$ cat src/rv32i_macros.svh
`ifndef RV32I_MACROS_SVH
`define RV32I_MACROS_SVH

// ##############################
// datapath
// ##############################

// data and address width.
`define XLEN 32

// ##############################
// data memory
// ##############################

// log2 of the word count, 256 words.
`define DMEM_DEPTH_LOG2 8

// byte lanes per word.
`define NUM_LANES 4

`endif

$ cat src/dmem_bank.sv
`timescale 1ns/10ps

`include "rv32i_macros.svh"

module dmem_bank (
    input   logic                           clk,
    input   logic                           we,
    input   logic                           re,
    input   logic   [`DMEM_DEPTH_LOG2-1:0]  addr,
    input   logic   [7:0]                   wdata,
    output  logic   [7:0]                   rdata
);

    localparam int DEPTH = 1 << `DMEM_DEPTH_LOG2;

    logic   [7:0]   mem [DEPTH];

    // one byte per word of the data memory.
    always_ff @(posedge clk) begin
        if (we) begin
            mem[addr] <= wdata;
        end
    end

    // read data holds until the next read.
    always_ff @(posedge clk) begin
        if (re) begin
            rdata <= mem[addr];
        end
    end

endmodule

$ cat config.mk
export PLATFORM = sky130hd
export DESIGN_NAME = dmem_bank
export DESIGN_NICKNAME = d
export VERILOG_FILES = /design/src/dmem_bank.sv
export VERILOG_INCLUDE_DIRS = /design/src
export SDC_FILE = /design/constraint.sdc
export NUM_CORES = 2
export LEC_CHECK = 0
export BUFFER_PORTS_ARGS = -buffer_cell sky130_fd_sc_hd__buf_4
export CAP_MARGIN = 40
export CELL_PAD_IN_SITES_DETAIL_PLACEMENT = 1
export CELL_PAD_IN_SITES_GLOBAL_PLACEMENT = 2
export CORE_ASPECT_RATIO = 1.25
export CORE_MARGIN = 1.5
export CORE_UTILIZATION = 39
export DETAILED_ROUTE_END_ITERATION = 6
export HOLD_SLACK_MARGIN = 0.03
export PLACE_DENSITY_LB_ADDON = 0.1
export SKIP_CTS_REPAIR_TIMING = 1
export SLEW_MARGIN = 20
export SYNTH_ARGS = -nofsm -noshare
export SYNTH_HDL_FRONTEND = slang
export SYNTH_SLANG_ARGS = --single-unit
export TNS_END_PERCENT = 50
$ cat constraint.sdc
create_clock -name clk -period 3.87 [get_ports clk]
set_input_delay 0.1935 -clock clk [delete_from_list [all_inputs] [get_ports clk]]
set_output_delay 0.1935 -clock clk [all_outputs]
set_load 0.01 [all_outputs]
==> summary.txt <==
status -> finished, final reports clean
largest net degree at the start of global routing -> 130
FF+latch count, synth -> 2056
setup TNS -> 0 ns
GRT Overall Usage -> 21.9%
Post-Syn Area per Cell -> 22.2 sq um
LEAKAGE -> 28.6 nW
initial core utilization -> 39.1%
pwr/cell area -> 509 nW/um^2
# port buffers -> 26
vias in the first global route -> 41.3k
Worst-Skew Late Latency -> 0.83 ns
clock skew -> 0.0244 ns
dpl cells -> 6478
Final Cycle Share -> 73.9%
largest area contributor in the netlist -> edfxtp_1
CP Capture Type -> flip-flop
Primary FF master, synth -> edfxtp_1
register area share after synthesis -> 78.6%
Worst path max stage delay -> 0.91 ns
Die H -> 505 um
crit-path cells -> mux4_2 -> a22oi_1 -> a21oi_1 -> o41ai_1 -> nand4_1
max capacitance violation total -> 0
final net count -> 4034
DRC violations left -> 0
initial antenna violation count -> 10
Placer Congestion -> 0.811
layout cells sized above 1 -> 31.0%
crit-path max FO -> 1
total number of vias -> 38.3k
Slew @ Worst Pin -> 1.20 ns
vias per cell -> 5.57
asr flop ratio synth -> 0%
Final Hold Viols -> 0
Rel. slew slack -> 20.0%
met1 Usage GRT -> 28.9%
register-to-register setup slack -> 1.01 ns
min Tclk post-route -> 2.86 ns
synth top area cells -> edfxtp_1 (79%), mux4_2 (15%), a22oi_1 (2.4%), nor2_1 (1.1%), a21oi_1 (0.82%)
synthesis-to-finish area growth -> 16.8%
cell row count -> 184
DR pass1 iterations -> 6
area share of the largest cell type after synthesis -> 78.6%
Finished Layout Cells -> 6884
GRT busiest layer -> met2
pins over their slew limit -> 0
Worst Setup Path Type -> reg2reg
WP data arrival -> 3.38 ns
syn_nets -> 3566
post-route ant nets -> 0
dpl hpwl -> 140000 um
Multi-input gate area -> 15800 sq um
CTS Sinks -> 2056
CTS tree -> built
Layout fillers -> 18.2k
Ys Warns -> 0
FF+latch area -> 61700 sq um
Cells after Synth -> 3547
worst-case clock buffer depth -> 3
Starting DRT DRC Count -> 3449
met2 Use GR -> 37.6%
CTS Buf Count -> 205
Critical Path Slowest Stage Cell -> o41ai_1
count of cell types in the netlist -> 21
# setup viols final -> 0
EDFF count, synth -> 2056
final core occ -> 45.7%
Die Span X -> 404 um
Crit path required time -> 4.39 ns
global route total overflow -> 0
io pins -> 27
Max VDD drop -> 0.000478 V
first-pass GRT wire length -> 316000 um
clock root cell -> clkbuf_16
Die Area -> 204000 sq um
Clk pin slew, worst setup/hold paths -> 0.07 ns
crit start category -> flip-flop
htree depth -> 4
Hold Path Class -> in2reg
RSZ-0062 raised after global routing -> false
final WL -> 222000 um
WHS -> 0.0839 ns
grt met3 use -> 3.37%
Post-Syn Area -> 78600 sq um
Avg WL per Cell -> 32.2 um
floorplan core area -> 201000 sq um
fmax -> 0.350 GHz
per-layer routing:
metal / up-vias / wire length [um]
met4: 6 / 5720
met3: 280 / 9750
met5: - / 29
li1: 16000 / -
met1: 21100 / 92300
met2: 915 / 114000
stage by stage:
step                setup slack [ns]  power (mW)  cell area [sq um]
floorplan                       1.46        26.1              78600
global placement               0.170        27.3              84800
detailed placement             0.217        27.4              84900
CTS                             1.02        47.3              91600
global route                   0.989        48.0              91800
finish                          1.01        46.8              91800
placed cells by master, fill, tap and decap left out, drive strengths merged, types with 30 or more instances in the layout:
master  instances
a21oi         128
clkinv         90
clkbuf        246
edfxtp       2056
o41ai          32
nor3           30
a22oi         256
buf           484
nor2          232
mux4          512
cells in the mapped netlist (13+ instances only):
cell and n:
buf_4 16, nand3_1 13, nor3_1 30, a22oi_1 256, mux4_2 512, clkbuf_1 145
buf_2 36, buf_1 19, nand2_1 28, edfxtp_1 2056, nor2_1 232, o41ai_1 32
a21oi_1 128, buf_6 16
worst max-delay path, delay by kind of cell (launching register included):
kind | cells | cell delay, ns
mux | 1 | 0.47
compound gates | 3 | 1.47
simple gates | 1 | 0.24
flops | 1 | 0.37
cell type report:
| cell class | instances | share of cell area (%) |
|---|---|---|
| inverter | 1 | 0.00409 |
| multi-input combinational | 1258 | 17.2 |
| clock buffer | 246 | 5.85 |
| timing repair buffer | 493 | 4.65 |
| tap | 2697 | 3.68 |
| antenna | 1 | 0.00273 |
| sequential | 2056 | 67.2 |
| clock inverter | 132 | 1.40 |
state kept, by name (all words and copies together), names as in the netlist:
name and cells:
rdata 8, mem 2048
where the power goes:
group / switching (mW) / internal (mW) / total (mW)
clock: 8.48 / 11.4 / 19.9
sequential: 0.0268 / 24.6 / 24.6
combinational: 1.46 / 0.796 / 2.25
cell families (layout without fill, tap and decap cells):
family | count (synthesis) | in the layout | synth area share, %
AO/OA/AOI/OAI | 416 | 416 | 3.62
buffers and inverters | 233 | 872 | 1.40
flip-flops | 2056 | 2056 | 78.6
multiplexers | 512 | 512 | 14.7
other | 0 | 1 | 0
AND/OR/NAND/NOR | 330 | 330 | 1.73
final timing paths:
| check | start | endpoint | cells after the start |
|---|---|---|---|
| worst max register to register | mem[62][4] | rdata[4] | 5 |
| worst min-delay path | addr[7] | rdata[2] | 5 |
| worst max-delay path | mem[62][4] | rdata[4] | 5 |
| worst min register to register | mem[0][2] | rdata[2] | 5 |
Power figures use the tool's default switching activity.
