$ cat src/rv32i_macros.svh
`ifndef RV32I_MACROS_SVH
`define RV32I_MACROS_SVH

// ##############################
// datapath
// ##############################

// data and address width.
`define XLEN 32

// ##############################
// data memory
// ##############################

// log2 of the word count, 256 words.
`define DMEM_DEPTH_LOG2 8

// byte lanes per word.
`define NUM_LANES 4

`endif

$ cat src/rv32i_types.sv
package rv32i_types;

    // ##############################
    // memory opcodes
    // ##############################

    typedef enum logic [3:0] {
        MEM_NONE = 4'd0,  // no access, alu result to rd.
        MEM_LB   = 4'd1,
        MEM_LH   = 4'd2,
        MEM_LW   = 4'd3,
        MEM_LBU  = 4'd4,
        MEM_LHU  = 4'd5,
        MEM_SB   = 4'd6,
        MEM_SH   = 4'd7,
        MEM_SW   = 4'd8
    } mem_op_e;

    function automatic logic is_load(mem_op_e op);
        logic result;
        case (op)
            MEM_LB, MEM_LH, MEM_LW, MEM_LBU, MEM_LHU: result = 1'b1;
            default:                                  result = 1'b0;
        endcase
        return result;
    endfunction

    function automatic logic is_store(mem_op_e op);
        logic result;
        case (op)
            MEM_SB, MEM_SH, MEM_SW: result = 1'b1;
            default:                result = 1'b0;
        endcase
        return result;
    endfunction

endpackage

$ cat src/load_align.sv
`timescale 1ns/10ps

`include "rv32i_macros.svh"

module load_align (
    input   logic                   clk,
    input   logic                   reset,

    input   logic                   mw_valid,
    input   logic   [`XLEN-1:0]     mw_pc,
    input   rv32i_types::mem_op_e   mw_mem_op,
    input   logic   [1:0]           mw_byte_off,
    input   logic   [`XLEN-1:0]     mw_alu_out,
    input   logic   [4:0]           mw_rd_s,
    input   logic                   mw_misaligned,
    input   logic   [`XLEN-1:0]     dmem_rdata,

    output  logic                   wb_valid,
    output  logic   [`XLEN-1:0]     wb_pc,
    output  logic   [4:0]           wb_rd_s,
    output  logic                   wb_we,
    output  logic   [`XLEN-1:0]     wb_rd_v,
    output  logic                   wb_misaligned
);

    import rv32i_types::*;

    logic   [`XLEN-1:0]     shifted;
    logic   [`XLEN-1:0]     load_v;
    logic   [`XLEN-1:0]     result;
    logic                   writes_rd;

    // ##############################
    // load extract
    // ##############################

    assign shifted = dmem_rdata >> {mw_byte_off, 3'b000};  // addressed byte to lane 0.

    always_comb begin
        case (mw_mem_op)
            MEM_LB:  load_v = {{(`XLEN-8){shifted[7]}}, shifted[7:0]};
            MEM_LBU: load_v = {{(`XLEN-8){1'b0}}, shifted[7:0]};
            MEM_LH:  load_v = {{(`XLEN-16){shifted[15]}}, shifted[15:0]};
            MEM_LHU: load_v = {{(`XLEN-16){1'b0}}, shifted[15:0]};
            MEM_LW:  load_v = shifted;
            default: load_v = '0;
        endcase
    end

    assign result = (mw_mem_op == MEM_NONE) ? mw_alu_out : load_v;

    // stores and x0 never write rd.
    assign writes_rd = mw_valid && !mw_misaligned && (mw_rd_s != 5'd0) &&
                       (is_load(mw_mem_op) || (mw_mem_op == MEM_NONE));

    // ##############################
    // writeback register
    // ##############################

    always_ff @(posedge clk) begin
        if (reset) begin
            wb_valid      <= 1'b0;
            wb_we         <= 1'b0;
            wb_misaligned <= 1'b0;
            wb_rd_v       <= '0;
        end else begin
            wb_valid      <= mw_valid;
            wb_we         <= writes_rd;
            wb_misaligned <= mw_valid && mw_misaligned;
            wb_rd_v       <= writes_rd ? result : '0;  // zero when no write.
        end
    end

    always_ff @(posedge clk) begin
        wb_pc   <= mw_pc;
        wb_rd_s <= mw_rd_s;
    end

endmodule

$ cat config.mk
export PLATFORM = sky130hd
export DESIGN_NAME = load_align
export DESIGN_NICKNAME = d
export VERILOG_FILES = /design/src/rv32i_types.sv /design/src/load_align.sv
export VERILOG_INCLUDE_DIRS = /design/src
export SDC_FILE = /design/constraint.sdc
export NUM_CORES = 1
export LEC_CHECK = 0
export ABC_CLOCK_PERIOD_IN_PS = 2100
export BUFFER_PORTS_ARGS = -buffer_cell sky130_fd_sc_hd__buf_2
export CAP_MARGIN = 25
export CORE_UTILIZATION = 44
export DETAILED_ROUTE_END_ITERATION = 6
export PLACE_DENSITY = 0.88
export SLEW_MARGIN = 20
export SYNTH_ARGS = -nofsm -noshare
export SYNTH_HDL_FRONTEND = slang
export SYNTH_SLANG_ARGS = --single-unit
$ cat constraint.sdc
create_clock -name clk -period 2.1 [get_ports clk]
set_input_delay 0 -clock clk [delete_from_list [all_inputs] [get_ports clk]]
set_output_delay 0 -clock clk [all_outputs]
set_load 0.1 [all_outputs]
==> results.py <==
metrics = {
    "run_status": {
        "outcome": "complete, no violations",
    },
    "critical_path": {
        "arrival_ps": 1910,
        "crit_required_ps": 2310,
        "worst_setup_path_start_kind": "input port",
        "cp_max_fo": 33,
        "critical_path.endpoint_type": "flop",
        "path_class": "in2reg",
    },
    "die": {
        "num_rows": 27,
        "die_span_x_microns": 79.1,
        "design.portCount": 183,
        "initial_core_util": 0.467,
        "floorplan.die_area_sq_um": 6260,
        "core_sq_um": 5610,
        "die-height_microns": 79.1,
    },
    "clock_network": {
        "cts-htree-levels": 3,
        "cts_tree": "yes",
        "cts_made_buffers": 9,
        "buffer_count_from_post_cts_setup_fixing": 0,
        "cts_resized": 0,
        "ctsRootBufferMaster": "clkbuf_8",
        "clk_path_buf_depth": 2,
        "worst_setup_hold_path_clk_slew_ps": 70,
        "post_cts_hold_buffer_count": 70,
        "cts_num_sinks": 72,
    },
    "yosys": {
        "netlist_area_sq_um": 2620,
        "synthArstFlopShare": 0,
        "synthDistinctLibCells": 34,
        "synth.yosys.warnings": 0,
        "synthesis.area_per_instance_sq_um": 12.4,
        "synthFlopType": "dfxtp_1",
        "postSynthRegisterBits": 72,
        "synth_sequential_area_ratio": 0.551,
        "synth_edf_count": 0,
        "synth_nets": 322,
        "netlist_instances": 211,
    },
    "pwr": {
        "power.static_leakage_nw": 2.04,
        "power_mw": 3.35,
        "vdd.ir_drop.worst_v": 0.000534,
        "power.density_nw_per_um2": 755,
    },
    "finish": {
        "final_cell_mix": "buf_2 (182), dfxtp_1 (72), dlygate4sd3_1 (70)",
        "final_common_cell": "buf_2",
        "final_layout_size_suffix_gt1_frac": 0.486,
        "fin_nets": 571,
        "final_core_util": 0.791,
        "syn_to_final_growth_pct": 69.5,
        "n_antenna_cell": 0,
    },
    "placed_design": {
        "port_buffers": 182,
        "place_hpwl_microns": 6150,
        "gp_congestion": 0.821,
        "dpl_worst_slack_ps": 469,
    },
    "sta": {
        "unrepaired_setup_endpoints_after_global_routing": "no",
        "fin_setup_tns_ps": 0,
        "slew-limit-headroom": 0.493,
        "final_period_minus_worst_setup_slack_ps": 1700,
        "worst_pin_slew_ps": 760,
        "final.period_utilization": 0.810,
        "timing.hold.ws_ps": 8.91,
        "total_of_endpoints_with_negative_setup_slack_in_the_final_report": 0,
        "slew_violations": 0,
        "maxClockFrequency_mhz": 588,
        "hold_violations": 0,
        "final_critical_path_setup_slack_ps": 398,
    },
    "global_route": {
        "grt_max_degree": 34,
        "grt_first_pass_wirelength_microns": 17200,
        "number_of_antenna_violations_at_the_first_check_in_global_routing": 0,
        "globalRoute.totalOverflow": 0,
        "grt_use_total": 0.379,
        "first_global_vias": 3065,
    },
    "route": {
        "wl_per_cell_microns": 22.3,
        "antenna_violating_nets_post_route": 0,
        "drc_violation_total_after_the_first_tritonroute_iteration": 457,
        "route.detailed.vias_per_inst": 5.77,
        "post-route-drc-count": 0,
        "drt_first_pass_iters": 6,
        "num_vias": 3096,
        "drt-total-wl_microns": 12000,
    },
    "run": {
        "cap_viol_max_count": 0,
    },
    "hold_path": {
        "timing.hold.worst.class": "in2reg",
    },
}
flip-flops by register name (all words and copies together) (netlist names):
register       count
wb_pc             32
wb_we              1
wb_rd_v           32
wb_misaligned      1
wb_valid           1
wb_rd_s            5
synthesized netlist by cell type (2+ instances only):
cell / n / share of area
a21oi_1: 15 / 0.029
a21oi_2: 11 / 0.037
a22oi_1: 32 / 0.092
and4b_1: 2 / 0.0076
buf_2: 7 / 0.013
buf_4: 4 / 0.011
buf_6: 3 / 0.013
clkbuf_1: 2 / 0.0029
dfxtp_1: 72 / 0.55
mux2_1: 7 / 0.030
mux2i_1: 9 / 0.034
mux4_2: 7 / 0.060
nand3b_1: 2 / 0.0057
nor2_1: 9 / 0.013
nor2b_1: 3 / 0.0072
o2bb2ai_1: 8 / 0.027
power by group:
group          total (mW)  switching (mW)  leakage (nW)  internal [mW]
registers            1.42          0.0157         0.595           1.41
clock network        1.14           0.562        0.0993          0.580
logic               0.783           0.525          1.35          0.258
logic make-up after synthesis:
family,share of synthesized area
AND/OR/NAND/NOR,0.0731
flip-flops,0.551
AO/OA/AOI/OAI,0.198
multiplexers,0.134
buffers and inverters,0.0435
worst paths after layout:
kind,start,to,slack (ps),cells after the start
max,mw_rd_s[0],wb_rd_v[14],400,6
min,dmem_rdata[31],wb_rd_v[31],9,3
final cells by class:
class	instances	area, sq um
sequential	72	1440
inverter	1	3.75
fill	293	1170
tap	72	90.1
clock inverter	5	56.3
clock buffer	11	141
multi-input combinational	121	1070
timing repair buffer	255	1630
critical path, stage by stage:
cell	delay, ps
dlygate4sd3_1	530
buf_2	130
or4_1	580
o21ai_4	140
buf_4	400
a21oi_1	130
metrics by stage:
step                      cell area, sq um  std cells
after CTS                             4440        537
after floorplan                       2620        211
after detailed placement              3540        451
after global placement                3540        451
after global routing                  4440        537
final                                 4440        537
layer usage:
layer,track usage,wire (microns),up-vias
met5,0,0,-
li1,-,-,1288
met3,0.114,1360,92
met2,0.632,5650,300
met4,0.276,908,0
met1,0.406,4050,1416
(Power assumes the default switching activity.)
