`config.mk`:
```
export PLATFORM = sky130hd
export DESIGN_NAME = mem_stage
export DESIGN_NICKNAME = d
export VERILOG_FILES = /design/src/rv32i_types.sv /design/src/mem_stage.sv
export VERILOG_INCLUDE_DIRS = /design/src
export SDC_FILE = /design/constraint.sdc
export NUM_CORES = 1
export LEC_CHECK = 0
export BUFFER_PORTS_ARGS = -buffer_cell sky130_fd_sc_hd__buf_2
export CORE_ASPECT_RATIO = 1.5
export CORE_MARGIN = 10
export CORE_UTILIZATION = 38
export DETAILED_ROUTE_END_ITERATION = 6
export GPL_TIMING_DRIVEN = 0
export PLACE_DENSITY_LB_ADDON = 0.2
export SLEW_MARGIN = 10
export SYNTH_ARGS = -nofsm -noshare
export SYNTH_HDL_FRONTEND = slang
export SYNTH_SLANG_ARGS = --single-unit
```
`constraint.sdc`:
```
create_clock -name clk -period 3.4 [get_ports clk]
set_input_delay 1.02 -clock clk [delete_from_list [all_inputs] [get_ports clk]]
set_output_delay 1.02 -clock clk [all_outputs]
set_load 0.05 [all_outputs]
```
`src/rv32i_macros.svh`:
```
`ifndef RV32I_MACROS_SVH
`define RV32I_MACROS_SVH

// ##############################
// datapath
// ##############################

// data and address width.
`define XLEN 32

// ##############################
// data memory
// ##############################

// log2 of the word count, 256 words.
`define DMEM_DEPTH_LOG2 8

// byte lanes per word.
`define NUM_LANES 4

`endif

```
`src/rv32i_types.sv`:
```
package rv32i_types;

    // ##############################
    // memory opcodes
    // ##############################

    typedef enum logic [3:0] {
        MEM_NONE = 4'd0,  // no access, alu result to rd.
        MEM_LB   = 4'd1,
        MEM_LH   = 4'd2,
        MEM_LW   = 4'd3,
        MEM_LBU  = 4'd4,
        MEM_LHU  = 4'd5,
        MEM_SB   = 4'd6,
        MEM_SH   = 4'd7,
        MEM_SW   = 4'd8
    } mem_op_e;

    function automatic logic is_load(mem_op_e op);
        logic result;
        case (op)
            MEM_LB, MEM_LH, MEM_LW, MEM_LBU, MEM_LHU: result = 1'b1;
            default:                                  result = 1'b0;
        endcase
        return result;
    endfunction

    function automatic logic is_store(mem_op_e op);
        logic result;
        case (op)
            MEM_SB, MEM_SH, MEM_SW: result = 1'b1;
            default:                result = 1'b0;
        endcase
        return result;
    endfunction

endpackage

```
`src/mem_stage.sv`:
```
`timescale 1ns/10ps

`include "rv32i_macros.svh"

module mem_stage (
    input   logic                           clk,
    input   logic                           reset,

    input   logic                           ex_valid,
    input   logic   [`XLEN-1:0]             ex_pc,
    input   rv32i_types::mem_op_e           ex_mem_op,
    input   logic   [`XLEN-1:0]             ex_alu_out,
    input   logic   [`XLEN-1:0]             ex_rs2_v,
    input   logic   [4:0]                   ex_rd_s,

    output  logic   [`DMEM_DEPTH_LOG2-1:0]  dmem_addr,
    output  logic   [`NUM_LANES-1:0]        dmem_rmask,
    output  logic   [`NUM_LANES-1:0]        dmem_wmask,
    output  logic   [`XLEN-1:0]             dmem_wdata,

    output  logic                           mw_valid,
    output  logic   [`XLEN-1:0]             mw_pc,
    output  rv32i_types::mem_op_e           mw_mem_op,
    output  logic   [1:0]                   mw_byte_off,
    output  logic   [`XLEN-1:0]             mw_alu_out,
    output  logic   [4:0]                   mw_rd_s,
    output  logic                           mw_misaligned
);

    import rv32i_types::*;

    logic   [1:0]               byte_off;
    logic   [`NUM_LANES-1:0]    size_mask;
    logic   [`NUM_LANES-1:0]    lane_mask;
    logic                       misaligned;

    // ##############################
    // access decode
    // ##############################

    assign byte_off  = ex_alu_out[1:0];
    assign dmem_addr = ex_alu_out[`DMEM_DEPTH_LOG2+1:2];  // upper bits dropped, wraps.

    always_comb begin
        size_mask  = '0;
        misaligned = 1'b0;
        case (ex_mem_op)
            MEM_LB, MEM_LBU, MEM_SB: begin
                size_mask = 4'b0001;
            end
            MEM_LH, MEM_LHU, MEM_SH: begin
                size_mask  = 4'b0011;
                misaligned = byte_off[0];  // odd halfword.
            end
            MEM_LW, MEM_SW: begin
                size_mask  = 4'b1111;
                misaligned = (byte_off != 2'd0);
            end
            default: begin
                size_mask  = '0;  // no access.
                misaligned = 1'b0;
            end
        endcase
    end

    // lanes move up with the byte offset.
    assign lane_mask = (ex_valid && !misaligned) ? (size_mask << byte_off) : '0;

    assign dmem_rmask = is_load(ex_mem_op) ? lane_mask : '0;
    assign dmem_wmask = is_store(ex_mem_op) ? lane_mask : '0;

    // store data lands on the enabled lanes.
    assign dmem_wdata = ex_rs2_v << {byte_off, 3'b000};

    // ##############################
    // mem/wb register
    // ##############################

    always_ff @(posedge clk) begin
        if (reset) begin
            mw_valid      <= 1'b0;
            mw_misaligned <= 1'b0;
        end else begin
            mw_valid      <= ex_valid;
            mw_misaligned <= ex_valid && misaligned;
        end
    end

    always_ff @(posedge clk) begin
        mw_pc       <= ex_pc;
        mw_mem_op   <= ex_mem_op;
        mw_byte_off <= byte_off;  // picks the load bytes.
        mw_alu_out  <= ex_alu_out;
        mw_rd_s     <= ex_rd_s;
    end

endmodule

```
==> flow_metrics.tcl <==
set metrics [dict create \
    fillers 520 \
    drcViolationCount 0 \
    die_x_um 85.0 \
    die_area_um2 9990 \
    regArea_um2 1500 \
    post-cts-setup-buffer-count 0 \
    crit_path_cell_trace "buf_2, buf_2, nand2b_1, a2111oi_2, nor3_2, nor2_2, buf_6" \
    cts_resized 4 \
    yosysUniqueCellTypes 32 \
    syn2layout_area_growth_pct 63.4 \
    yosysSeqAreaShare 0.623 \
    via_count 2494 \
    worstPathArrival_ns 2.33 \
    antenna_found_initial 0 \
    syn_area_um2 2410 \
    die_h_um 118 \
    htreeDepth 3 \
    row_count 35 \
    slowest_delay_ns 0.34 \
    ctsRootBufferMaster "clkbuf_8" \
    critical_path.max_fanout 10 \
    num_io_pins 233 \
    antenna_left 0 \
    grt_pass1_vias 2675 \
    crit_required_ns 2.38 \
    status "completed" \
    crit_slowest_cell "a2111oi_2" \
    synth_nets 325 \
    fin_nets 568 \
    clk_pin_slew_ns 0.08 \
    dp_cells 523 \
    power_per_cell_area_nw_per_um2 567 \
    tns_ns 0 \
    ys_warn_count 0 \
    vdd_drop_max_uv 223 \
    numPortBuffers 232 \
    cts_hold_buf 0 \
    path_buf_inv 3 \
    crit_family "simple AND/OR/NAND/NOR gates" \
    globalplace.congestion 0.774 \
    yosysTopAreaCell "dfxtp_1" \
    crit_type "primary input to output port" \
    ys_ff_latch 75 \
    routed_wl_mm 9.93 \
    vias_per_cell 4.63 \
    slew_viol_final 0 \
    cts.sinks 75 \
    globalRouteTotalUtil 0.189 \
    cp-start-kind "primary input" \
    synth_area_leaders "dfxtp_1, mux2i_1, buf_4" \
    start_util 0.390 \
    drive_gt1_frac 0.606 \
    wl_per_cell_um 18.4 \
    tightest_slew_ns 0.511 \
    period_needed_ns 3.35 \
    drt-pass1-iter-count 4 \
    coreArea_um2 6170 \
    layout.cells.non_filler 539 \
    synthCells 217 \
    grt_max_degree 15 \
    place_hpwl_mm 8.62 \
    multi_input_area_um2 786 \
    cts_buffer_depth 2 \
    setup_viol 0 \
    drt_iter0_drc 54 \
    max_slew_margin 0.659 \
    gr-total-overflow 0 \
    synth_top_area_share 0.623 \
    fmax_mhz 299 \
    cts_buffers 9 \
    cts_tree "built" \
    grt_first_pass_wirelength_mm 14.9 \
    final.period_utilization 0.984 \
    avgSynthCellArea_um2 11.1 \
    crit_top_cell "buf_2" \
    cap_violations 0 \
    hold_class "primary input to flip-flop" \
    num_antenna_cells 0 \
    p_leak_nw 2.08 \
    final-hold-violation-count 0 \
    rsz0062_at_grt "true" \
    worstSetupEndpointType "output port" \
]
-- synthesized netlist by cell type (all sizes together) --
master,count
a211oi,8
or3b,1
nor2b,12
and2,8
and3b,1
nand3b,1
dfxtp,75
nor3,3
buf,21
nand4,1
mux2i,17
nor4b,1
nor2,16
nand2,12
o41ai,1
xnor2,1
a21boi,1
a22oi,2
a2111oi,2
a21oi,11
inv,1
nor4,1
o21ai,11
nand2b,5
o21a,1
clkbuf,3
-- cell usage in the layout, fill, tap and decap left out, drive strengths merged, types with 5 or more instances in the layout --
cell    count
clkbuf     15
mux2i      17
dfxtp      75
buf       250
nor2b      12
and2        8
nand2      12
o21ai      11
nand2b      5
a21oi      11
a211oi      8
nor2       16
-- report_power, final --
group / switching [W] / internal [W] / total [W]
combinational: 0.000416 / 0.000146 / 0.000563
clock: 0.000316 / 0.000418 / 0.000734
sequential: 0.00000970 / 0.000925 / 0.000934
total: 0.000743 / 0.00149 / 0.00223
-- layer usage --
metal  wire, µm  global-route usage  share of wire  up-vias
met5          0                   0              0        -
met4        220              0.0723          0.022        0
met3       1190              0.0942           0.12       17
met2       4970               0.327           0.50      184
met1       3550               0.185           0.36     1088
li1           -                   -              -     1205
-- sequential cells by signal, indices dropped and copies added (netlist names) --
signal	count
mw_alu_out	32
mw_pc	32
mw_rd_s	5
mw_mem_op	4
mw_misaligned	1
mw_valid	1
-- final cells by class --
class,count,area share
repair buffers,232,0.299
clock inverters,7,0.0251
multi-input cells,117,0.199
inverters,1,0.000953
plain buffers,24,0.0394
flip-flops and latches,75,0.381
well taps,74,0.0235
clock buffers,9,0.0314
-- path summary, 6_finish.rpt --
check,startpoint,to,slack (ns),cells after the start
setup / recovery,ex_mem_op[2],dmem_rmask[1],0.05,7
hold / removal,ex_rd_s[3],mw_rd_s[3],0.78,1
-- through the flow --
stage / setup WS, ns / power, W / area (µm²) / util / hold WS, ns
2_1_floorplan: -0.107 / 0.00134 / 2430 / - / 1.05
3_3_place_gp: -0.0656 / 0.00151 / 3680 / 0.596 / 1.12
3_5_place_dp: -0.111 / 0.00152 / 3680 / 0.596 / 1.12
4_1_cts: 0.00880 / 0.00226 / 3920 / 0.634 / 0.761
5_1_grt: -0.0776 / 0.00232 / 3940 / 0.638 / 0.754
6_report: 0.0543 / 0.00223 / 3940 / 0.638 / 0.779
-- cells by family (layout without fill, tap and decap cells) --
family | count (synthesis) | count (layout) | synth area share
DFF | 75 | 75 | 0.623
and+or+nand+nor | 62 | 62 | 0.138
AOI/OAI and AO/OA | 37 | 37 | 0.101
buffers and inverters | 25 | 273 | 0.0639
muxes | 17 | 17 | 0.0706
xor gates and xnor gates | 1 | 1 | 0.00364
Note: power is estimated with default switching activity, not from simulation.
